$ cat src/common/video_pkg.sv
`default_nettype none

package video_pkg;

	////////////////////
	// Screen geometry
	////////////////////

	// One screen coordinate, wide enough for 640 columns
	typedef logic [9:0] coord_t;

	// Pixel currently being scanned
	typedef struct packed {
		coord_t x;
		coord_t y;
	} pixel_t;

	// Colour byte, blue in the top bits
	typedef struct packed {
		logic [1:0] blue;
		logic [2:0] green;
		logic [2:0] red;
	} rgb_t;

	// Visible area
	localparam coord_t SCREEN_W = 10'd640;
	localparam coord_t SCREEN_H = 10'd480;

	////////////////////
	// Colours
	////////////////////

	localparam rgb_t COLOR_BLACK = 8'b00000000;
	localparam rgb_t COLOR_WHITE = 8'b11111111;
	localparam rgb_t COLOR_GREEN = 8'b00111000;
	localparam rgb_t COLOR_BLUE  = 8'b11000000;
	localparam rgb_t COLOR_SHIP  = 8'b01111000;
	localparam rgb_t COLOR_ALIEN = 8'b10101010;
	// Yellow shot
	localparam rgb_t COLOR_LASER = 8'b00111111;

	// Border rows of the game screen
	localparam coord_t SCOREBOARD_BOTTOM = 10'd60;
	localparam coord_t BARRIER_BOTTOM    = 10'd400;
	localparam coord_t LIVES_TOP         = 10'd445;

	// Title band rows on the start screen, bottom row excluded
	localparam coord_t TITLE_TOP    = 10'd100;
	localparam coord_t TITLE_BOTTOM = 10'd140;

endpackage

`default_nettype wire

$ cat src/common/game_pkg.sv
`default_nettype none

package game_pkg;

	////////////////////
	// Modes and layers
	////////////////////

	// Display mode, cycled by the display strobe
	typedef enum logic [1:0] {
		MODE_BLACK = 2'd0,
		MODE_START = 2'd1,
		MODE_GAME  = 2'd2
	} mode_e;

	// Top-left corner of a moving object
	typedef struct packed {
		video_pkg::coord_t x;
		video_pkg::coord_t y;
	} pos_t;

	// One request on the pixel bus
	typedef struct packed {
		logic            hit;
		video_pkg::rgb_t color;
	} layer_t;

	////////////////////
	// Alien formation
	////////////////////

	localparam int unsigned ALIEN_COLS = 6;
	localparam int unsigned ALIEN_ROWS = 2;

	localparam video_pkg::coord_t ALIEN_W       = 10'd30;
	localparam video_pkg::coord_t ALIEN_H       = 10'd20;
	localparam video_pkg::coord_t ALIEN_PITCH_X = 10'd50;
	localparam video_pkg::coord_t ALIEN_PITCH_Y = 10'd30;

	// Formation corner after reset
	localparam pos_t FLEET_ORIGIN = '{x: 10'd195, y: 10'd150};

	// March rules
	localparam video_pkg::coord_t MARCH_STEP        = 10'd10;
	localparam video_pkg::coord_t DROP_STEP         = 10'd10;
	localparam video_pkg::coord_t FLEET_RIGHT_LIMIT = 10'd620;

	////////////////////
	// Player cannon
	////////////////////

	localparam video_pkg::coord_t SHIP_W       = 10'd40;
	localparam video_pkg::coord_t SHIP_H       = 10'd16;
	localparam video_pkg::coord_t SHIP_Y       = 10'd420;
	localparam video_pkg::coord_t SHIP_START_X = 10'd300;
	localparam video_pkg::coord_t SHIP_STEP    = 10'd8;

	localparam video_pkg::coord_t LASER_W    = 10'd3;
	localparam video_pkg::coord_t LASER_H    = 10'd10;
	localparam video_pkg::coord_t LASER_STEP = 10'd12;

endpackage

`default_nettype wire

$ cat src/rtl/screen_mode.sv
`timescale 1ns/1ps
`default_nettype none

module screen_mode (
	input  wire             clk,
	input  wire             rst,
	input  wire             display_strobe,
	output game_pkg::mode_e mode,
	output logic            game_active
);

	// Black, start, game, then back to black
	always_ff @(posedge clk or posedge rst) begin
		if (rst) begin
			mode <= game_pkg::MODE_BLACK;
		end else if (display_strobe) begin
			case (mode)
				game_pkg::MODE_BLACK: mode <= game_pkg::MODE_START;
				game_pkg::MODE_START: mode <= game_pkg::MODE_GAME;
				default:              mode <= game_pkg::MODE_BLACK;
			endcase
		end
	end

	// Motion blocks run only on the game screen
	assign game_active = (mode == game_pkg::MODE_GAME);

	// Encoding 3 is never reached
	a_mode_legal : assert property (
		@(posedge clk) disable iff (rst)
		mode inside {game_pkg::MODE_BLACK, game_pkg::MODE_START, game_pkg::MODE_GAME}
	);

endmodule

`default_nettype wire

$ cat src/alien_fleet/alien_march.sv
`timescale 1ns/1ps
`default_nettype none

module alien_march (
	input  wire            clk,
	input  wire            rst,
	input  wire            game_active,
	input  wire            frame_tick,
	output game_pkg::pos_t fleet_pos
);

	// High while marching left
	logic        dir_left;
	// Right edge of the formation after one more step right
	logic [10:0] right_edge_next;
	logic        at_limit;

	////////////////////
	// Side limits
	////////////////////

	// Formation spans five pitches plus one alien
	assign right_edge_next = {1'b0, fleet_pos.x} + {1'b0, game_pkg::MARCH_STEP} +
	                         11'((game_pkg::ALIEN_COLS - 1) * game_pkg::ALIEN_PITCH_X) +
	                         {1'b0, game_pkg::ALIEN_W};

	// Step would cross a side
	always_comb begin
		if (dir_left) begin
			at_limit = (fleet_pos.x < game_pkg::MARCH_STEP);
		end else begin
			at_limit = (right_edge_next > {1'b0, game_pkg::FLEET_RIGHT_LIMIT});
		end
	end

	////////////////////
	// March state
	////////////////////

	always_ff @(posedge clk or posedge rst) begin
		if (rst) begin
			fleet_pos <= game_pkg::FLEET_ORIGIN;
			dir_left  <= 1'b0;
		end else if (!game_active) begin
			// Fresh formation for the next game
			fleet_pos <= game_pkg::FLEET_ORIGIN;
			dir_left  <= 1'b0;
		end else if (frame_tick) begin
			if (at_limit) begin
				// Drop one step and turn around
				fleet_pos.y <= fleet_pos.y + game_pkg::DROP_STEP;
				dir_left    <= !dir_left;
			end else if (dir_left) begin
				fleet_pos.x <= fleet_pos.x - game_pkg::MARCH_STEP;
			end else begin
				fleet_pos.x <= fleet_pos.x + game_pkg::MARCH_STEP;
			end
		end
	end

	// Horizontal moves happen only on frame ticks during a game
	a_x_on_tick : assert property (
		@(posedge clk) disable iff (rst)
		(game_active && !frame_tick) |=> $stable(fleet_pos.x)
	);

endmodule

`default_nettype wire

$ cat src/alien_fleet/alien_grid.sv
`timescale 1ns/1ps
`default_nettype none

module alien_grid (
	input  wire video_pkg::pixel_t pixel,
	input  wire game_pkg::pos_t    fleet_pos,
	output game_pkg::layer_t       alien_layer
);

	// Pixel falls in column c span or row r span
	logic [game_pkg::ALIEN_COLS-1:0] col_hit;
	logic [game_pkg::ALIEN_ROWS-1:0] row_hit;
	logic [10:0]                     px;
	logic [10:0]                     py;

	// Extra bit keeps box edges from wrapping
	assign px = {1'b0, pixel.x};
	assign py = {1'b0, pixel.y};

	////////////////////
	// Column spans
	////////////////////

	for (genvar c = 0; c < game_pkg::ALIEN_COLS; c++) begin : g_col
		logic [10:0] left;
		assign left = {1'b0, fleet_pos.x} + 11'(c * game_pkg::ALIEN_PITCH_X);
		assign col_hit[c] = (px >= left) && (px < left + {1'b0, game_pkg::ALIEN_W});
	end

	////////////////////
	// Row spans
	////////////////////

	for (genvar r = 0; r < game_pkg::ALIEN_ROWS; r++) begin : g_row
		logic [10:0] top;
		assign top = {1'b0, fleet_pos.y} + 11'(r * game_pkg::ALIEN_PITCH_Y);
		assign row_hit[r] = (py >= top) && (py < top + {1'b0, game_pkg::ALIEN_H});
	end

	// Full rectangular grid, all aliens alive
	assign alien_layer.hit   = (|col_hit) && (|row_hit);
	assign alien_layer.color = video_pkg::COLOR_ALIEN;

endmodule

`default_nettype wire

$ cat src/spaceship/cannon.sv
`timescale 1ns/1ps
`default_nettype none

module cannon (
	input  wire                    clk,
	input  wire                    rst,
	input  wire                    game_active,
	input  wire                    frame_tick,
	input  wire                    button_left,
	input  wire                    button_right,
	input  wire                    button_shoot,
	input  wire video_pkg::pixel_t pixel,
	output game_pkg::layer_t       ship_layer,
	output game_pkg::layer_t       laser_layer
);

	video_pkg::coord_t ship_x;
	game_pkg::pos_t    laser_pos;
	logic              laser_active;
	// Next ship x, clamped to the screen
	video_pkg::coord_t ship_x_next;
	logic [10:0]       right_try;
	logic [10:0]       px;
	logic [10:0]       py;

	////////////////////
	// Ship motion
	////////////////////

	assign right_try = {1'b0, ship_x} + {1'b0, game_pkg::SHIP_STEP};

	always_comb begin
		ship_x_next = ship_x;
		if (button_left && !button_right) begin
			// Stop at the left edge
			ship_x_next = (ship_x < game_pkg::SHIP_STEP) ? '0 : ship_x - game_pkg::SHIP_STEP;
		end else if (button_right && !button_left) begin
			if (right_try > {1'b0, video_pkg::SCREEN_W - game_pkg::SHIP_W}) begin
				ship_x_next = video_pkg::SCREEN_W - game_pkg::SHIP_W;
			end else begin
				ship_x_next = right_try[9:0];
			end
		end
	end

	always_ff @(posedge clk or posedge rst) begin
		if (rst) begin
			ship_x       <= game_pkg::SHIP_START_X;
			laser_active <= 1'b0;
		end else if (!game_active) begin
			// Back to the start position outside the game
			ship_x       <= game_pkg::SHIP_START_X;
			laser_active <= 1'b0;
		end else if (frame_tick) begin
			ship_x <= ship_x_next;
			if (!laser_active) begin
				laser_active <= button_shoot;
			end else if (laser_pos.y < game_pkg::LASER_STEP) begin
				// Gone past the top
				laser_active <= 1'b0;
			end
		end
	end

	// Shot position, only meaningful while active
	always_ff @(posedge clk) begin
		if (frame_tick) begin
			if (!laser_active) begin
				// Launch from the ship nose
				laser_pos.x <= ship_x + (game_pkg::SHIP_W >> 1);
				laser_pos.y <= game_pkg::SHIP_Y - game_pkg::LASER_H;
			end else begin
				laser_pos.y <= laser_pos.y - game_pkg::LASER_STEP;
			end
		end
	end

	////////////////////
	// Pixel hit tests
	////////////////////

	assign px = {1'b0, pixel.x};
	assign py = {1'b0, pixel.y};

	assign ship_layer.hit = (px >= {1'b0, ship_x}) &&
	                        (px < {1'b0, ship_x} + {1'b0, game_pkg::SHIP_W}) &&
	                        (py >= {1'b0, game_pkg::SHIP_Y}) &&
	                        (py < {1'b0, game_pkg::SHIP_Y} + {1'b0, game_pkg::SHIP_H});
	assign ship_layer.color = video_pkg::COLOR_SHIP;

	assign laser_layer.hit = laser_active &&
	                         (px >= {1'b0, laser_pos.x}) &&
	                         (px < {1'b0, laser_pos.x} + {1'b0, game_pkg::LASER_W}) &&
	                         (py >= {1'b0, laser_pos.y}) &&
	                         (py < {1'b0, laser_pos.y} + {1'b0, game_pkg::LASER_H});
	assign laser_layer.color = video_pkg::COLOR_LASER;

	// Ship never leaves the screen
	a_ship_range : assert property (
		@(posedge clk) disable iff (rst)
		ship_x <= video_pkg::SCREEN_W - game_pkg::SHIP_W
	);

endmodule

`default_nettype wire

$ cat src/rtl/layer_arbiter.sv
`timescale 1ns/1ps
`default_nettype none

module layer_arbiter (
	input  wire                    clk,
	input  wire                    rst,
	input  wire video_pkg::pixel_t pixel,
	input  wire game_pkg::mode_e   mode,
	input  wire game_pkg::layer_t  ship_layer,
	input  wire game_pkg::layer_t  laser_layer,
	input  wire game_pkg::layer_t  alien_layer,
	output video_pkg::rgb_t        rgb
);

	video_pkg::rgb_t next_rgb;
	logic            on_screen;
	logic            in_title;
	logic            green_row;
	logic            blue_row;

	// Pixel classification
	assign on_screen = (pixel.x < video_pkg::SCREEN_W) && (pixel.y < video_pkg::SCREEN_H);
	assign in_title  = (pixel.y >= video_pkg::TITLE_TOP) && (pixel.y < video_pkg::TITLE_BOTTOM);
	// Scoreboard and lives separators
	assign green_row = (pixel.y == video_pkg::SCOREBOARD_BOTTOM) ||
	                   (pixel.y == video_pkg::LIVES_TOP);
	// Barrier floor
	assign blue_row  = (pixel.y == video_pkg::BARRIER_BOTTOM);

	////////////////////
	// Priority select
	////////////////////

	always_comb begin
		next_rgb = video_pkg::COLOR_BLACK;
		if (on_screen) begin
			case (mode)
				game_pkg::MODE_START: begin
					if (in_title) begin
						next_rgb = video_pkg::COLOR_WHITE;
					end
				end
				game_pkg::MODE_GAME: begin
					// Borders first, then ship, laser, aliens
					if (green_row) begin
						next_rgb = video_pkg::COLOR_GREEN;
					end else if (blue_row) begin
						next_rgb = video_pkg::COLOR_BLUE;
					end else if (ship_layer.hit) begin
						next_rgb = ship_layer.color;
					end else if (laser_layer.hit) begin
						next_rgb = laser_layer.color;
					end else if (alien_layer.hit) begin
						next_rgb = alien_layer.color;
					end
				end
				// Blank screen
				default: next_rgb = video_pkg::COLOR_BLACK;
			endcase
		end
	end

	// Output register
	always_ff @(posedge clk or posedge rst) begin
		if (rst) begin
			rgb <= video_pkg::COLOR_BLACK;
		end else begin
			rgb <= next_rgb;
		end
	end

endmodule

`default_nettype wire

$ cat src/rtl/invaders_top.sv
`timescale 1ns/1ps
`default_nettype none

module invaders_top (
	input  wire                clk,
	input  wire                rst,
	input  wire video_pkg::pixel_t pixel,
	input  wire                frame_tick,
	input  wire                display_strobe,
	input  wire                button_left,
	input  wire                button_right,
	input  wire                button_shoot,
	output video_pkg::rgb_t    rgb
);

	// Mode control
	game_pkg::mode_e mode;
	logic            game_active;

	// Object state and pixel bus requests
	game_pkg::pos_t   fleet_pos;
	game_pkg::layer_t alien_layer;
	game_pkg::layer_t ship_layer;
	game_pkg::layer_t laser_layer;

	screen_mode i_screen_mode (
		.clk            (clk),
		.rst            (rst),
		.display_strobe (display_strobe),
		.mode           (mode),
		.game_active    (game_active)
	);

	////////////////////
	// Alien formation
	////////////////////

	alien_march i_alien_march (
		.clk         (clk),
		.rst         (rst),
		.game_active (game_active),
		.frame_tick  (frame_tick),
		.fleet_pos   (fleet_pos)
	);

	alien_grid i_alien_grid (
		.pixel       (pixel),
		.fleet_pos   (fleet_pos),
		.alien_layer (alien_layer)
	);

	// Ship and its single shot
	cannon i_cannon (
		.clk          (clk),
		.rst          (rst),
		.game_active  (game_active),
		.frame_tick   (frame_tick),
		.button_left  (button_left),
		.button_right (button_right),
		.button_shoot (button_shoot),
		.pixel        (pixel),
		.ship_layer   (ship_layer),
		.laser_layer  (laser_layer)
	);

	// Final colour, one cycle after the pixel
	layer_arbiter i_layer_arbiter (
		.clk         (clk),
		.rst         (rst),
		.pixel       (pixel),
		.mode        (mode),
		.ship_layer  (ship_layer),
		.laser_layer (laser_layer),
		.alien_layer (alien_layer),
		.rgb         (rgb)
	);

endmodule

`default_nettype wire

$ cat config.mk
export PLATFORM = sky130hd
export DESIGN_NAME = invaders_top
export DESIGN_NICKNAME = d
export VERILOG_FILES = /design/src/common/video_pkg.sv /design/src/common/game_pkg.sv /design/src/rtl/screen_mode.sv /design/src/alien_fleet/alien_march.sv /design/src/alien_fleet/alien_grid.sv /design/src/spaceship/cannon.sv /design/src/rtl/layer_arbiter.sv /design/src/rtl/invaders_top.sv
export SDC_FILE = /design/constraint.sdc
export NUM_CORES = 1
export LEC_CHECK = 0
export CAP_MARGIN = 20
export CORE_MARGIN = 2
export CORE_UTILIZATION = 54
export CTS_CLUSTER_SIZE = 30
export DETAILED_ROUTE_END_ITERATION = 8
export DONT_BUFFER_PORTS = 1
export GPL_ROUTABILITY_DRIVEN = 0
export PLACE_DENSITY = 0.69
export SLEW_MARGIN = 30
export SYNTH_ARGS = -nofsm -noshare
export SYNTH_HDL_FRONTEND = slang
export SYNTH_SLANG_ARGS = --single-unit
$ cat constraint.sdc
create_clock -name clk -period 8.1 [get_ports clk]
set_input_delay 2.025 -clock clk [delete_from_list [all_inputs] [get_ports clk]]
set_output_delay 2.025 -clock clk [all_outputs]
set_load 0.02 [all_outputs]
Word level (Yosys, flattened, before mapping) --
Cells that the tools add are included.
Storage, ports and cells: bits in latches 0, RAM bits 0, logic and storage cells 140, register bits 62, memories 0, output and inout port bits 8, memory bits (read-only) 0
Operators by class: $mul 0, bitwise gates (word level) 1, divide/modulo/power cells 0, multiplexer cells 28, order comparisons 33, equality and inequality tests 9, reduce and logical (&&, ||, !) cells 31, shifts and indexed selects 0, add/sub/neg operators 27
Operator list (count):
- $lt 10x11->1 | 11
- $mux 10 | 9
- $add 11x5->11 const B | 7
- $ge 10x11->1 | 6
- $mux 8 | 7
- $ge 10x10->1 | 5
- $mux 20 | 2
- $add 10x4->11 const B | 3
- $add 10x5->11 const B | 3
- $add 10x8->11 const B | 3
- $lt 10x4->1 const B | 3
- $sub 10x4->10 const B | 3
- $add 10x6->11 const B | 2
- $gt 11x10->1 const B | 2
- $add 10x4->10 const B | 2
- $eq 10x9->1 const B | 2
- $logic_and 1x1->1 | 20
- $lt 10x9->1 const B | 2
- $pmux 8 s2 | 1
- $add 10x2->11 const B | 1
- $add 10x7->11 const B | 1
- $add 11x8->11 const B | 1
- $add 10x5->10 const B | 1
- $eq 10x6->1 const B | 1
- other kinds (17) | 31

Depth between registers and ports, before layout --
depth in word-level cells 13, depth in mapped cells 18, gate-level depth less buffers 17

Modules after synthesis --
Synthesis repeated with hierarchy kept, for this count alone.
Unflattened totals: cell total of the unflattened synthesis 1224, area, all modules 10222.3 um^2
By module, submodules not included:
- alien_grid | area each 4812.1 um^2, instances 1, cells an instance 598
- cannon | area each 2951.6 um^2, instances 1, cells an instance 331
- alien_march | area each 1736.7 um^2, instances 1, cells an instance 216
- layer_arbiter | area each 631.9 um^2, instances 1, cells an instance 70
- screen_mode | area each 90.1 um^2, instances 1, cells an instance 9

Worst setup path after synthesis --
Ideal clock, no wire load.
path kind input-to-reg, from input port pixel[5] in the netlist's numbering, to register, netlist name i_layer_arbiter.rgb[7], path buffers 0, path slack 4260 ps, stages 9, arrival 3698 ps, data required time 7958 ps, library setup time 142 ps, cells stage by stage ha_1 a211o_1 o211ai_1 and3_1 o21ai_0 or4b_1 and2_1 o2111ai_1 a21oi_1
RTL lines:
- start: declaration | line invaders_top.sv:7 | input wire video_pkg::pixel_t pixel,

==> impl_results.md <==
* Cell type with the largest total area after synthesis: ha_1
* CTS H-tree depth at 2
* Fmax at 219 MHz
* Clock-pin slew on the worst setup and hold paths at about 70 ps
* Synthesized net count at about 1,400
* RSZ-0062 raised after global routing: no
* Initial DRC count at roughly 550
* Yosys top cell area share at 0.278
* CP Launch Type: register
* Reg2Reg Launch Point: i_alien_march.fleet_pos[13]
* Post-layout minimum cycle time at between 4000 and 5000 ps
* TritonCTS clock tree: built
* Antenna violations before repair at 0
* Pin count of the biggest net entering global routing at 38
* Worst hold-check path type: reg -> reg
* YS warnings at 0
* Initial core utilization at 0.546
* Resized cells post-CTS at 0
* Worst slew pin tran at ~840 ps
* Share of cells above drive strength 1 at 0.0605
* WS Path Type: reg -> reg
* Critical path depth at 15
* CP startpoint: i_alien_march.fleet_pos[13]
* Internal reg-to-reg setup slack at 3530 ps
* Ports at 35
* Worst reg-to-reg path cell count at 15
* WHS at approximately 520 ps
* Register area share after synthesis at 0.146
* Longest Clk Path Bufs at 2
* WP data required at approximately 8300 ps
* Die area at 19,100 um2
* Static Leakage at around 4.3 nW
* Cts hold-fix bufs at 0
* CP Max Fanout at 21
* Ys flop type: dfrtp_1
* Worst IR Drop VDD at about 0.00013 V
* Core region area at around 18,000 um2
* Final Max Tran Viols at 0
* Post-CTS Setup Bufs at 0
* Width of the die at 138 um
* Critical Path Max Stage Delay at just under 900 ps
* Total CTS buffers at 5
* Final worst path period share at 0.564
* Drt pass-1 iters at 5
* CP dominant cell by count: ha_1
* Final TNS setup at 0 ps
* Setup Skew at 8.61 ps
* Total track usage at 0.271
* Dominant cell by count in the synthesized netlist: ha_1
* Max-cap viol count at 0
* Worst setup path end: i_layer_arbiter.rgb[7]
* Mapped Area at between 9000 and 10,000 um2
* Total grt overflow at 0
* Crit path max-delay family: compound AO/OA/AOI/OAI gates
* Status: complete, no violations
* Via count at around 8,400
* Cell row count at 49
* ANT cells at 0
* HPWL Detailed at slightly below 20,000 um
* Slowest-stage cell, CP: dfrtp_1
* PortBufs at 0
* Average cell area after synthesis at 8.41 um2
* Nets at roughly 1,400
* CP arrival at approximately 4800 ps
* Residual DRC at 0
* Most frequent cells after synthesis: 216 x ha_1, 95 x xnor2_1, 77 x a21oi_1
* Endpoints failing hold at 0
* Area delta synth->final at 2.19%
* Synth unique cells at 87
* DR vias/cell at about 6.2
* Area contributors post-synth: ha_1 28%, xnor2_1 8.6%, dfrtp_1 6.4%, edfxtp_1 4.9%, a21oi_1 4.0%
* Root buf cell: clkbuf_16
* CP Buf/Inv Count at 1
* Total wire length at roughly 26,000 um
* Vias in the first global route at between 8,000 and 9,000
* Slew headroom at 0.440
* Die height at around 140 um
* Fill cells at 1,714
* Cells along the critical path: inv_1, ha_1, nor2b_1, xnor2_1, nor2_1, xor2_1, ha_1, or3_1, a211oi_1, nand3_1, nand4_1, a22oi_1, o32ai_2, o2111ai_1, a21oi_1
* #FFs+latches synth at 53
* Synthesized instance count at 1,154
* First-pass GRT wire length at between 40,000 and 50,000 um
* Setup crit end kind: register
* Post-synth ARST share at 0.698
* Latest clock arrival within the worst-skew pair at 310 ps
* Final ANT Viol Nets at 0
* DR WL/cell at ~19 um
* Worst R2R End: i_layer_arbiter.rgb[7]
* Post-synth EDFFs at 16
* Setup-failing EPs final at 0
* Clk sink count at 53
* PD cells at between 100 and 150 nW/um2
==> registers in the layout (all words and copies together) (netlist names) <==
register                 flops
i_alien_march.fleet_pos     19
i_cannon.laser_pos          16
i_cannon.ship_x              8
i_layer_arbiter.rgb          6
i_screen_mode.mode           2
i_alien_march.dir_left       1
i_cannon.laser_active        1
==> layout by cell type (no fill, tap or decap), types with 16 or more instances in the layout <==
cell      netlist  layout
a211oi_1       17      17
a21oi_1        77      77
a31oi_1        19      19
dfrtp_1        25      25
edfxtp_1       16      16
ha_1          216     216
inv_1          73      73
nand2_1        66      66
nand3_1        42      42
nand4_1        23      23
nor2_1         70      70
nor3_1         22      22
o21a_1         24      24
o21ai_0        56      56
xnor2_1        95      95
xor2_1         24      24
==> how the worst min path moves through the flow <==
stage | depth (start not counted) | to | from | slack [ps]
3_3_place_gp | 2 | i_alien_march.fleet_pos[10] | i_alien_march.fleet_pos[10] | 500
6_report | 2 | i_alien_march.fleet_pos[10] | i_alien_march.fleet_pos[10] | 520
4_1_cts | 2 | i_alien_march.fleet_pos[10] | i_alien_march.fleet_pos[10] | 520
2_1_floorplan | 2 | i_alien_march.fleet_pos[10] | i_alien_march.fleet_pos[10] | 460
5_1_grt | 2 | i_alien_march.fleet_pos[10] | i_alien_march.fleet_pos[10] | 540
3_5_place_dp | 2 | i_alien_march.fleet_pos[10] | i_alien_march.fleet_pos[10] | 510
==> area by class of cell <==
cell class | count | area (um2) | share of cell area
flip-flops and latches | 53 | 1420 | 0.143
clock buffers | 6 | 129 | 0.0130
multi-input cells | 976 | 7730 | 0.779
clock inverters | 2 | 15.0 | 0.00151
repair buffers | 4 | 30.0 | 0.00303
inverters | 83 | 312 | 0.0314
well taps | 229 | 287 | 0.0289
==> report_power, final <==
| group | internal (mW) | switching, mW | leakage, nW |
|---|---|---|---|
| sequential | 0.298 | 0.0362 | 0.616 |
| combinational | 0.257 | 0.374 | 3.62 |
| clock | 0.115 | 0.107 | 0.0631 |
| total | 0.670 | 0.517 | 4.30 |
==> worst reg2reg max path, cell delays in order (launching register included) <==
cell,delay (ps)
dfrtp_1,890
inv_1,360
ha_1,360
nor2b_1,190
xnor2_1,490
nor2_1,130
xor2_1,170
ha_1,200
or3_1,400
a211oi_1,240
nand3_1,150
nand4_1,140
a22oi_1,80
o32ai_2,360
o2111ai_1,150
a21oi_1,190
==> layer usage <==
layer | wire, um | up-vias | track usage
met5 | 0 | - | 0
met2 | 12100 | 244 | 0.454
met3 | 1270 | 61 | 0.0343
met4 | 841 | 0 | 0.0972
li1 | - | 4181 | -
met1 | 11600 | 3949 | 0.360
==> through the flow <==
| stage | worst slack (ps) | area, um2 | instances | util | power, mW |
|---|---|---|---|---|---|
| 3_3_place_gp | 3770 | 9780 | 1345 | 0.550 | 0.949 |
| 3_5_place_dp | 3650 | 9780 | 1345 | 0.550 | 0.961 |
| 2_1_floorplan | 4260 | 9710 | 1154 | - | 0.810 |
| 5_1_grt | 3190 | 9920 | 1353 | 0.558 | 1.29 |
| 4_1_cts | 3620 | 9920 | 1353 | 0.558 | 1.19 |
| 6_report | 3530 | 9920 | 1353 | 0.558 | 1.19 |
==> logic make-up after synthesis <==
family | synth area share
compound gates | 0.223
xor+xnor | 0.117
fa+ha+maj | 0.278
buf+inv | 0.0576
flops | 0.146
mux | 0.00425
simple gates | 0.173
Note: power is estimated with default switching activity, not from simulation.
